==> src/source/mem_access_pkg.sv <==
`default_nettype none

package mem_access_pkg;

    localparam int WORD_W = 32;
    localparam int ADDR_W = 32;

    // Data path types
    typedef logic [WORD_W-1:0] word_t;
    typedef logic [ADDR_W-1:0] addr_t;
    typedef logic [WORD_W/8-1:0] byte_en_t;
    typedef logic [2:0] funct3_t;
    typedef logic [1:0] read_src_t;

    // Load/store size codes in the RISC-V funct3 encoding
    localparam funct3_t F3_BYTE   = 3'd0;
    localparam funct3_t F3_HALF   = 3'd1;
    localparam funct3_t F3_WORD   = 3'd2;
    localparam funct3_t F3_BYTE_U = 3'd4;
    localparam funct3_t F3_HALF_U = 3'd5;

    // Upper address nibble of each region
    localparam logic [3:0] REGION_DMEM_A = 4'h1;
    localparam logic [3:0] REGION_DMEM_B = 4'h3;
    localparam logic [3:0] REGION_BIOS   = 4'h4;
    localparam logic [3:0] REGION_MMIO   = 4'h8;

    // Memory depths and word index widths
    localparam int DMEM_WORDS = 1024;
    localparam int DMEM_IDX_W = $clog2(DMEM_WORDS);
    localparam int ROM_WORDS  = 16;
    localparam int ROM_IDX_W  = $clog2(ROM_WORDS);

    // Counter I/O offsets within the MMIO region
    localparam logic [7:0] OFS_CYCLE   = 8'h10;
    localparam logic [7:0] OFS_RETIRE  = 8'h14;
    localparam logic [7:0] OFS_CLEAR   = 8'h18;
    localparam logic [7:0] OFS_BRANCH  = 8'h1C;
    localparam logic [7:0] OFS_PRED_OK = 8'h20;

    // Which registered word feeds the load formatter
    localparam read_src_t SRC_NONE = 2'd0;
    localparam read_src_t SRC_RAM  = 2'd1;
    localparam read_src_t SRC_ROM  = 2'd2;
    localparam read_src_t SRC_CNT  = 2'd3;

endpackage

`default_nettype wire

==> src/source/mem_access_ctrl.sv <==
`timescale 1ns/1ps
`default_nettype none

module mem_access_ctrl (
    input  logic                      clk,
    input  logic                      rst,
    input  logic                      psel,
    input  logic                      penable,
    input  logic                      pwrite,
    input  mem_access_pkg::addr_t     paddr,
    input  logic                      misaligned,
    output logic                      ram_en,
    output logic                      ram_wr,
    output logic                      rom_en,
    output logic                      cnt_rd,
    output logic                      cnt_clear,
    output logic                      pready,
    output logic                      pslverr,
    output mem_access_pkg::read_src_t rd_src
);
    typedef enum logic {ACC_IDLE, ACC_READ_WAIT} acc_state_t;

    acc_state_t state;
    acc_state_t state_next;
    logic [3:0] region;
    logic       is_ram;
    logic       is_rom;
    logic       is_mmio;
    logic       access;
    logic       bad;

    assign region  = paddr[31:28];
    assign is_ram  = (region == mem_access_pkg::REGION_DMEM_A) ||
                     (region == mem_access_pkg::REGION_DMEM_B);
    assign is_rom  = (region == mem_access_pkg::REGION_BIOS);
    assign is_mmio = (region == mem_access_pkg::REGION_MMIO);
    assign access  = psel && penable;

    // Unmapped nibble, ROM write or bad alignment
    assign bad = misaligned || (pwrite && is_rom) || !(is_ram || is_rom || is_mmio);

    always_ff @(posedge clk) begin
        if (rst) begin
            state <= ACC_IDLE;
        end else begin
            state <= state_next;
        end
    end

    always_comb begin
        state_next = state;
        ram_en     = 1'b0;
        ram_wr     = 1'b0;
        rom_en     = 1'b0;
        cnt_rd     = 1'b0;
        cnt_clear  = 1'b0;
        pready     = 1'b0;
        pslverr    = 1'b0;
        rd_src     = mem_access_pkg::SRC_NONE;
        case (state)
            ACC_IDLE: begin
                if (access && bad) begin
                    pready  = 1'b1;
                    pslverr = 1'b1;
                end else if (access && pwrite) begin
                    // Writes finish with no wait state
                    pready    = 1'b1;
                    ram_en    = is_ram;
                    ram_wr    = is_ram;
                    cnt_clear = is_mmio && (paddr[7:0] == mem_access_pkg::OFS_CLEAR);
                end else if (access) begin
                    ram_en     = is_ram;
                    rom_en     = is_rom;
                    cnt_rd     = is_mmio;
                    state_next = ACC_READ_WAIT;
                end
            end
            ACC_READ_WAIT: begin
                // Address is still held so the region picks the returned word
                pready     = access;
                state_next = ACC_IDLE;
                if (is_ram) begin
                    rd_src = mem_access_pkg::SRC_RAM;
                end else if (is_rom) begin
                    rd_src = mem_access_pkg::SRC_ROM;
                end else if (is_mmio) begin
                    rd_src = mem_access_pkg::SRC_CNT;
                end
            end
            default: state_next = ACC_IDLE;
        endcase
    end

    // Read decode relies on the master holding the address through the wait state
    a_addr_held: assert property (@(posedge clk) disable iff (rst)
        (state == ACC_READ_WAIT) |-> $stable(paddr));
    a_one_wait_state: assert property (@(posedge clk) disable iff (rst)
        (state == ACC_READ_WAIT) |-> pready);

endmodule

`default_nettype wire

==> config.mk <==
export PLATFORM = sky130hd
export DESIGN_NAME = mem_access_ctrl
export DESIGN_NICKNAME = d
export VERILOG_FILES = /design/src/source/mem_access_pkg.sv /design/src/source/mem_access_ctrl.sv
export SDC_FILE = /design/constraint.sdc
export NUM_CORES = 1
export LEC_CHECK = 0
export BUFFER_PORTS_ARGS = -buffer_cell sky130_fd_sc_hd__clkbuf_2
export CAP_MARGIN = 5
export CORE_AREA = 2 2 39 41
export DETAILED_ROUTE_END_ITERATION = 16
export DIE_AREA = 0 0 41 43
export GPL_TIMING_DRIVEN = 0
export PLACE_DENSITY = 0.61
export SLEW_MARGIN = 25
export SYNTH_ARGS = -nofsm -noshare
export SYNTH_HDL_FRONTEND = slang
export SYNTH_SLANG_ARGS = --single-unit
==> constraint.sdc <==
create_clock -name clk -period 3 [get_ports clk]
set_input_delay 0.3 -clock clk [delete_from_list [all_inputs] [get_ports clk]]
set_output_delay 0.3 -clock clk [all_outputs]
set_load 0.01 [all_outputs]
==> results of run 1 <==
-- how the worst max path moves through the flow --
stage | endpoint | start | slack (ns) | cells past startpoint
2_1_floorplan | cnt_clear | state | 1.66 | 3
3_3_place_gp | cnt_clear | misaligned | 1.46 | 5
3_5_place_dp | cnt_clear | misaligned | 1.46 | 5
4_1_cts | cnt_clear | misaligned | 1.45 | 5
5_1_grt | cnt_clear | misaligned | 1.42 | 5
6_report | cnt_clear | misaligned | 1.46 | 5
-- Yosys cell counts --
library cell / instances
and3_1: 1
and2_2: 1
nor3_1: 2
nand2b_1: 1
nand2_1: 1
o21ai_1: 1
xor2_1: 1
and3_2: 3
mux2i_1: 1
a21oi_1: 1
nor3b_2: 1
a22o_1: 1
nor2b_2: 1
nor4_2: 1
nand2_2: 1
a21o_1: 1
nor3b_1: 3
nor2_1: 2
nand4b_1: 1
and4bb_4: 1
nor4b_2: 1
nor2_4: 1
dfxtp_1: 1
-- power by group through the flow --
stage	registers [W]	clock network, W	logic [W]
after floorplan	0.0000137	0	0.0000152
after global placement	0.0000138	0	0.0000340
after detailed placement	0.0000138	0	0.0000348
after CTS	0.0000138	0	0.0000349
after global routing	0.0000138	0	0.0000380
final	0.0000138	0	0.0000343
-- critical path: stages --
cell      delay, ns
clkbuf_2       0.10
and4bb_4       0.36
nand2_2        0.07
nor4_2         0.25
clkbuf_2       0.17
-- metal layers --
metal / wire, um / vias to the layer above / track usage [%] / part of all wire [%]
met4: 0 / 0 / 0 / 0
met2: 259 / 22 / 10.3 / 39
met5: 0 / - / 0 / 0
met3: 84 / 0 / 1.05 / 13
li1: - / 164 / - / -
met1: 325 / 125 / 12.1 / 49
-- stage by stage --
stage	worst slack (ns)	instance area, um2	power, W
after global placement	1.46	393	0.0000477
after CTS	1.45	393	0.0000487
after detailed placement	1.46	393	0.0000486
after floorplan	1.66	243	0.0000289
final	1.46	393	0.0000481
after global routing	1.42	393	0.0000518
-- cell usage in the layout (no fill, tap or decap), drive strengths merged, types with 2 or more instances in the layout --
cell and n:
nor3 2, clkbuf 26, nor2 3, and3 4, nor3b 4, nand2 2
-- final cells by class --
class,count,share of cell area [%]
well taps,16,5.10
flip-flops and latches,1,5.10
multi-input cells,28,56.7
repair buffers,26,33.1
-- cell families after synthesis --
kind of cell	synth area share [%]
AO/OA/AOI/OAI	10.8
XOR/XNOR	3.61
flip-flops	8.25
multiplexers	4.12
AND/OR/NAND/NOR	73.2
==> run_results.csv, run 1 <==
group,metric,value,unit
routing,wirelength,669,um
status,status,"finished, final reports clean",
synthesis,syn_nets,67,
global_routing,grt_util_all_layers,7.30,%
synthesis,synth_top_area_share,9.28,%
synthesis,synth_cell_types,23,
layout,fin_nets,95,
power,p_leak,0.204,nW
floorplan,dieArea,1760,um2
floorplan,ios,47,
power,p_sw_share,34.5,%
setup_path,reg2reg_depth,2,
sta,timing.hold.ws,0.626,ns
sta,setup-violations-final,0,
global_routing,antenna_found_initial,0,
clock_network,ctsHoldBuffers,0,
layout,largest-register,"state",
floorplan,fp.dieW,41,um
layout,multiInputGateArea,223,um2
floorplan,die_height,43,um
layout,largest_registers,"state (1)",
setup_path,worstPathMaxFanout,5,
power,peakVddDrop,0.0684,mV
sta,slew_headroom,83.9,%
floorplan,initial_utilization,17.5,%
layout,fill_cells,158,
routing,ant_nets,0,
global_routing,grt_max_degree,7,
setup_path,worst_ep_arrival_time,1.24,ns
layout,final_cell_count_no_fill,71,
clock_network,clk_latency,0,ns
layout,final-seq-area,20.0,um2
clock_network,clkTransAtPathRegs,0,ns
synthesis,yosys_warnings,0,
setup_path,r2r-end,"state",
hold_path,hold_class,"in -> reg",
hold_path,min_from,"rst",
power,power_frac_clock,0,%
setup_path,worstSetupPathType,"in -> out",
layout,largest_reg_flops,1,
synthesis,syn_inst,29,
setup_path,crit_path_start_kind,"input port",
setup_path,required,2.70,ns
power,p_sw,0.0000166,W
synthesis,syn-mean-instance-area,8.37,um2
routing,wl_per_cell,9.42,um
layout,final_util,28.4,%
routing,drcViolationCount,0,
floorplan,core,1380,um2
sta,period_needed,1.54,ns
sta,fmax,0.650,GHz
synthesis,synth_area_leaders,"and3_2, nor3b_1, dfxtp_1, and4bb_4, nor4b_2",
floorplan,rows,14,
flow_run,maxCapViolations,0,
sta,hold_viol_final,0,
power,powerDensity,122,nW/um2
global_routing,grt_pass1_wl,959,um
layout,insertedDiodeCount,0,
global_routing,grt_overflow,0,
global_routing,grt_pass1_vias,255,
layout,layout-drive-gt1-share,67.3,%
synthesis,synth-seq-area-share,8.25,%
power,p_seq_share,28.6,%
clock_network,post_cts_buffers,0,
hold_path,hold_end,"state",
placement,place_inst,71,
placement,finalWeightedCongestion,0.700,
power,intPower,0.0000315,W
setup_path,cp-end-kind,"output pin",
sta,skew,0,ns
routing,dr.pass1.iters,1,
sta,tightestPinTransition,0.240,ns
synthesis,synth_top_area_cell,"and3_2",
hold_path,min_path_cells,3,
sta,report.final.slew_viol_count,0,
sta,rsz0062_at_grt,"no",
setup_path,rrSetupSlack,2.11,ns
routing,num_vias,311,
layout,syn2layout_area_growth,61.9,%
sta,timing.final.crit_share,51.3,%
setup_path,r2r-start,"state",
power,comb_power_share,71.4,%
routing,viasPerCell,4.38,
placement,portBuffers,26,
synthesis,synth-seq-cells,1,
synthesis,netlist_area,243,um2
clock_network,post_cts_resized,0,
sta,fin_tns_setup,0,ns
placement,dpl.hpwl,619,um
routing,drtIter0Drc,0,
Power figures use the tool's default switching activity.
==> run 2, diff against run 1 <==
--- a/config.mk
+++ b/config.mk
@@ -5,13 +5,14 @@
 export SDC_FILE = /design/constraint.sdc
 export NUM_CORES = 1
 export LEC_CHECK = 0
+export ABC_AREA = 1
 export BUFFER_PORTS_ARGS = -buffer_cell sky130_fd_sc_hd__clkbuf_2
 export CAP_MARGIN = 5
 export CORE_AREA = 2 2 39 41
 export DETAILED_ROUTE_END_ITERATION = 16
 export DIE_AREA = 0 0 41 43
 export GPL_TIMING_DRIVEN = 0
-export PLACE_DENSITY = 0.61
+export PLACE_DENSITY = 0.63
 export SLEW_MARGIN = 25
 export SYNTH_ARGS = -nofsm -noshare
 export SYNTH_HDL_FRONTEND = slang
==> constraint.sdc (replaced) <==
create_clock -name clk -period 1.35 [get_ports clk]
set_input_delay 0.135 -clock clk [delete_from_list [all_inputs] [get_ports clk]]
set_output_delay 0.135 -clock clk [all_outputs]
set_load 0.01 [all_outputs]
==> run_results.csv, run 2 <==
group,metric,value,unit
sta,timing.final.crit_share,89.3,%
synthesis,synth_cell_types,15,
floorplan,die_height,43,um
power,p_sw,0.0000449,W
routing,dr.pass1.iters,2,
hold_path,hold_class,"in -> reg",
synthesis,syn_inst,46,
sta,setup-violations-final,0,
routing,drcViolationCount,0,
power,p_leak,0.229,nW
setup_path,max_stage_delay,0.16,ns
synthesis,synth_top_area_share,15.5,%
global_routing,grt_overflow,0,
layout,layout-drive-gt1-share,50.0,%
sta,fin_ws,0.145,ns
setup_path,r2r-start,"state",
clock_network,clk_latency,0,ns
setup_path,reg2reg_depth,3,
status,status,"finished, final reports clean",
power,p_seq_share,29.5,%
sta,report.final.slew_viol_count,0,
hold_path,min_path_cells,4,
layout,syn2layout_area_growth,62.2,%
setup_path,r2r-end,"state",
synthesis,syn_nets,84,
setup_path,crit_buf_inv,2,
routing,num_vias,368,
global_routing,antenna_found_initial,0,
routing,wirelength,667,um
routing,viasPerCell,4.18,
global_routing,grt_pass1_vias,263,
flow_run,maxCapViolations,0,
placement,dpl.hpwl,618,um
setup_path,cpMostUsedCell,"nand2_2",
routing,drtIter0Drc,3,
clock_network,post_cts_buffers,0,
floorplan,core,1380,um2
layout,largest_registers,"state (1)",
power,powerDensity,284,nW/um2
layout,final_common_cell,"clkbuf_2",
synthesis,synth_top_area_cell,"nor2_1",
clock_network,ctsHoldBuffers,0,
layout,fill_cells,165,
hold_path,min_from,"rst",
setup_path,required,1.22,ns
synthesis,async_reset_ff_share,0,%
hold_path,hold_end,"state",
setup_path,cp_cell_sequence,"clkbuf_2, nor2_4, nand3_2, nand3_2, nand2_2, nand2_2, nand2_2, nor2_1, clkbuf_2",
sta,timing.hold.ws,0.372,ns
layout,insertedDiodeCount,0,
floorplan,dieArea,1760,um2
sta,skew,0,ns
placement,place_ws,0.148,ns
floorplan,ios,47,
synthesis,synth_area_leaders,"nor2_1, inv_1, nand2_1, dfxtp_1, nand3_2",
layout,fin_nets,112,
synthesis,synth-main-ff-cell,"dfxtp_1",
routing,ant_nets,0,
floorplan,fp.dieW,41,um
setup_path,rrSetupSlack,0.55,ns
clock_network,post_cts_resized,0,
setup_path,worstSetupPathType,"in -> out",
synthesis,netlist_area,241,um2
sta,period_needed,1.21,ns
global_routing,grt_pass1_wl,1010,um
sta,fin_tns_setup,0,ns
sta,hold_viol_final,0,
sta,tightestPinTransition,0.246,ns
sta,fmax,0.830,GHz
synthesis,synth_edf_count,0,
layout,final_cell_mix,"clkbuf_2, nor2_1, inv_1, nand2_1",
setup_path,critPathTopFamily,"simple AND/OR/NAND/NOR gates",
synthesis,synth-seq-cells,1,
floorplan,initial_utilization,17.5,%
clock_network,clkTransAtPathRegs,0,ns
synthesis,yosys-top-cells-count,"nor2_1, inv_1, nand2_1",
synthesis,yosysMostFrequentCell,"nor2_1",
synthesis,yosys_warnings,0,
setup_path,cpMaxStageDelayCell,"nor2_4",
sta,rsz0062_at_grt,"no",
synthesis,syn-mean-instance-area,5.25,um2
placement,finalWeightedCongestion,0.785,
routing,wl_per_cell,7.58,um
setup_path,worst_ep_arrival_time,1.07,ns
setup_path,worstPathMaxFanout,5,
global_routing,grt_max_degree,6,
power,comb_power_share,70.5,%
power,peakVddDrop,0.139,mV
layout,largest-register,"state",
layout,largest_reg_flops,1,
synthesis,synth-seq-area-share,8.29,%
sta,slew_headroom,83.5,%
power,intPower,0.0000663,W
power,power_frac_clock,0,%
setup_path,crit_path_start_kind,"input port",
power,p_sw_share,40.4,%
placement,portBuffers,26,
floorplan,rows,14,
setup_path,cp-end-kind,"output pin",
global_routing,grt_util_all_layers,7.61,%
[run 2: cell count changes in the layout (fill, tap and decap cells not counted), moves of 2 or more]
cell | previous run | this run
nor2_1 | 2 | 10
and3_2 | 3 | 0
nand2_1 | 1 | 6
nand3_2 | 0 | 2
a21oi_1 | 1 | 3
nand3_1 | 0 | 3
nand2_2 | 1 | 3
nor3b_1 | 3 | 0
inv_2 | 0 | 3
nand4_1 | 0 | 2
inv_1 | 0 | 6
[run 2: kinds of logic (layout without fill, tap and decap cells)]
| kind of cell | count (synthesis) | in the layout | share of synthesized area, % |
|---|---|---|---|
| and+or+nand+nor | 32 | 32 | 68.9 |
| buffers and inverters | 9 | 35 | 14.0 |
| AOI/OAI and AO/OA | 4 | 4 | 8.81 |
| DFF | 1 | 1 | 8.29 |
[run 2: final cells by class]
class	count	area, um2	area share (%)
Inverter	9	33.8	8.63
Timing Repair Buffer	26	130	33.2
Tap cell	16	20.0	5.11
Multi-Input combinational cell	36	188	47.9
Sequential cell	1	20.0	5.11
[run 2: tightest hold or removal path, cell delays in order]
cell,delay [ns]
clkbuf_2,0.07
inv_1,0.03
nand2_1,0.05
nor2_1,0.04
[run 2: power groups by stage]
stage	Sequential, W	Clock, W	Combinational, W
after floorplan	0.0000324	0	0.0000408
after global placement	0.0000328	0	0.0000779
after detailed placement	0.0000327	0	0.0000794
after CTS	0.0000327	0	0.0000798
after global routing	0.0000329	0	0.0000879
final	0.0000328	0	0.0000784
[run 2: metal layers]
metal / wire [um] / GRT usage [%] / up-vias
li1: - / - / 201
met5: 0 / 0 / -
met3: 46 / 0.524 / 0
met2: 328 / 13.8 / 10
met4: 0 / 0 / 0
met1: 292 / 9.87 / 157
[run 2: how the worst max path moves through the flow]
stage                          from        end  slack (ns)  cells past startpoint
after floorplan               state     ram_wr        0.31                      3
after global placement        state     ram_wr        0.17                      4
after detailed placement  paddr[28]     rom_en        0.15                      9
after CTS                 paddr[28]     rom_en        0.14                      9
after global routing      paddr[28]  cnt_clear        0.04                      7
final                     paddr[28]     rom_en        0.14                      9
[run 2: per-stage QoR]
| stage | std cells | total power [W] | utilization [%] | area (um2) |
|---|---|---|---|---|
| 2_1_floorplan | 46 | 0.0000732 | - | 241 |
| 3_3_place_gp | 88 | 0.000111 | 28.3 | 392 |
| 3_5_place_dp | 88 | 0.000112 | 28.3 | 392 |
| 4_1_cts | 88 | 0.000112 | 28.3 | 392 |
| 5_1_grt | 88 | 0.000121 | 28.3 | 392 |
| 6_report | 88 | 0.000111 | 28.3 | 392 |
==> run 3, diff against run 2 <==
--- a/config.mk
+++ b/config.mk
@@ -13,7 +13,8 @@
 export DIE_AREA = 0 0 41 43
 export GPL_TIMING_DRIVEN = 0
 export PLACE_DENSITY = 0.63
-export SLEW_MARGIN = 25
+export RECOVER_POWER = 100
+export SLEW_MARGIN = 20
 export SYNTH_ARGS = -nofsm -noshare
 export SYNTH_HDL_FRONTEND = slang
 export SYNTH_SLANG_ARGS = --single-unit
==> run_results.csv, run 3 (same netlist as run 2, synthesis figures left out) <==
group,metric,value,unit
status,status,"finished, final reports clean",
layout,layout-drive-gt1-share,43.1,%
global_routing,grt_pass1_wl,1010,um
setup_path,crit_path_start_kind,"input port",
floorplan,initial_utilization,17.5,%
global_routing,grt_max_degree,6,
global_routing,antenna_found_initial,0,
routing,dr.pass1.iters,2,
routing,num_vias,368,
placement,finalWeightedCongestion,0.785,
clock_network,post_cts_resized,0,
layout,fin_nets,112,
layout,insertedDiodeCount,0,
placement,placed_cell_area,392,um2
floorplan,die_height,43,um
routing,drcViolationCount,0,
routing,wirelength,677,um
layout,fill_cells,164,
routing,drtIter0Drc,3,
power,powerDensity,286,nW/um2
sta,tightestPinTransition,0.246,ns
placement,place_ws,0.148,ns
sta,timing.final.crit_share,89.3,%
sta,period_needed,1.21,ns
hold_path,min_path_cells,4,
layout,syn2layout_area_growth,59.6,%
setup_path,required,1.22,ns
sta,setup-violations-final,0,
clock_network,clkTransAtPathRegs,0,ns
sta,skew,0,ns
sta,report.final.slew_viol_count,0,
power,power,0.000110,W
floorplan,dieArea,1760,um2
setup_path,worstSetupPathType,"in -> out",
layout,largest_reg_flops,1,
sta,rsz0062_at_grt,"no",
routing,ant_nets,0,
setup_path,cp-end-kind,"output pin",
routing,viasPerCell,4.18,
floorplan,rows,14,
flow_run,maxCapViolations,0,
placement,portBuffers,26,
layout,final_common_cell,"clkbuf_2",
floorplan,fp.dieW,41,um
layout,final_util,27.8,%
layout,largest_registers,"state (1)",
floorplan,core,1380,um2
global_routing,grt_pass1_vias,263,
layout,largest-register,"state",
floorplan,ios,47,
sta,hold_viol_final,0,
hold_path,hold_class,"in -> reg",
setup_path,worst_ep_arrival_time,1.07,ns
placement,dpl.hpwl,618,um
sta,fin_tns_setup,0,ns
sta,slew_headroom,83.5,%
clock_network,post_cts_buffers,0,
clock_network,clk_latency,0,ns
routing,wl_per_cell,7.69,um
setup_path,reg2reg_depth,3,
layout,fin_area,385,um2
sta,fmax,0.830,GHz
clock_network,ctsHoldBuffers,0,
sta,fin_ws,0.145,ns
layout,final_cell_mix,"clkbuf_2, nor2_1, inv_1, nand2_1, clkbuf_1",
setup_path,worstPathMaxFanout,5,
power,p_leak,0.212,nW
power,peakVddDrop,0.139,mV
global_routing,grt_util_all_layers,7.61,%
global_routing,grt_overflow,0,
-- run 3: critical path, stage by stage --
cell and delay [ns]:
clkbuf_2 0.12, nor2_4 0.16, nand3_2 0.12, nand3_2 0.09, nand2_2 0.07, nand2_2 0.07
nand2_2 0.07, nor2_1 0.10, clkbuf_2 0.14
-- run 3: metrics by stage --
step                hold WS [ns]  cells
finish                     0.372     88
global route               0.394     88
CTS                        0.377     88
detailed placement         0.377     88
global placement           0.377     88
floorplan                  0.284     46
-- run 3: path summary, 6_finish.rpt --
check / slack (ns) / startpoint / endpoint
setup / recovery: 0.14 / paddr[28] / rom_en
hold / removal: 0.37 / rst / state
setup reg to reg: 0.55 / state / state
hold reg to reg: 0.64 / state / state
-- run 3: routing by layer --
metal / vias to the layer above / routed length (um) / global-route usage (%)
met2: 10 / 330 / 13.8
met5: - / 0 / 0
met3: 0 / 46 / 0.524
li1: 201 / - / -
met1: 157 / 300 / 9.87
met4: 0 / 0 / 0
-- run 3: power breakdown --
group          total (W)  internal [W]  switching [W]  leakage (nW)
Clock                  0             0              0             0
Sequential     0.0000328     0.0000313     0.00000143       0.00816
Combinational  0.0000776     0.0000340      0.0000436         0.204
-- run 3: layout make-up --
class                      count  area (um2)  share of cell area (%)
timing repair buffer          26         124                    32.1
multi-input combinational     36         188                    48.7
sequential                     1        20.0                    5.19
tap                           16        20.0                    5.19
inverter                       9        33.8                    8.77
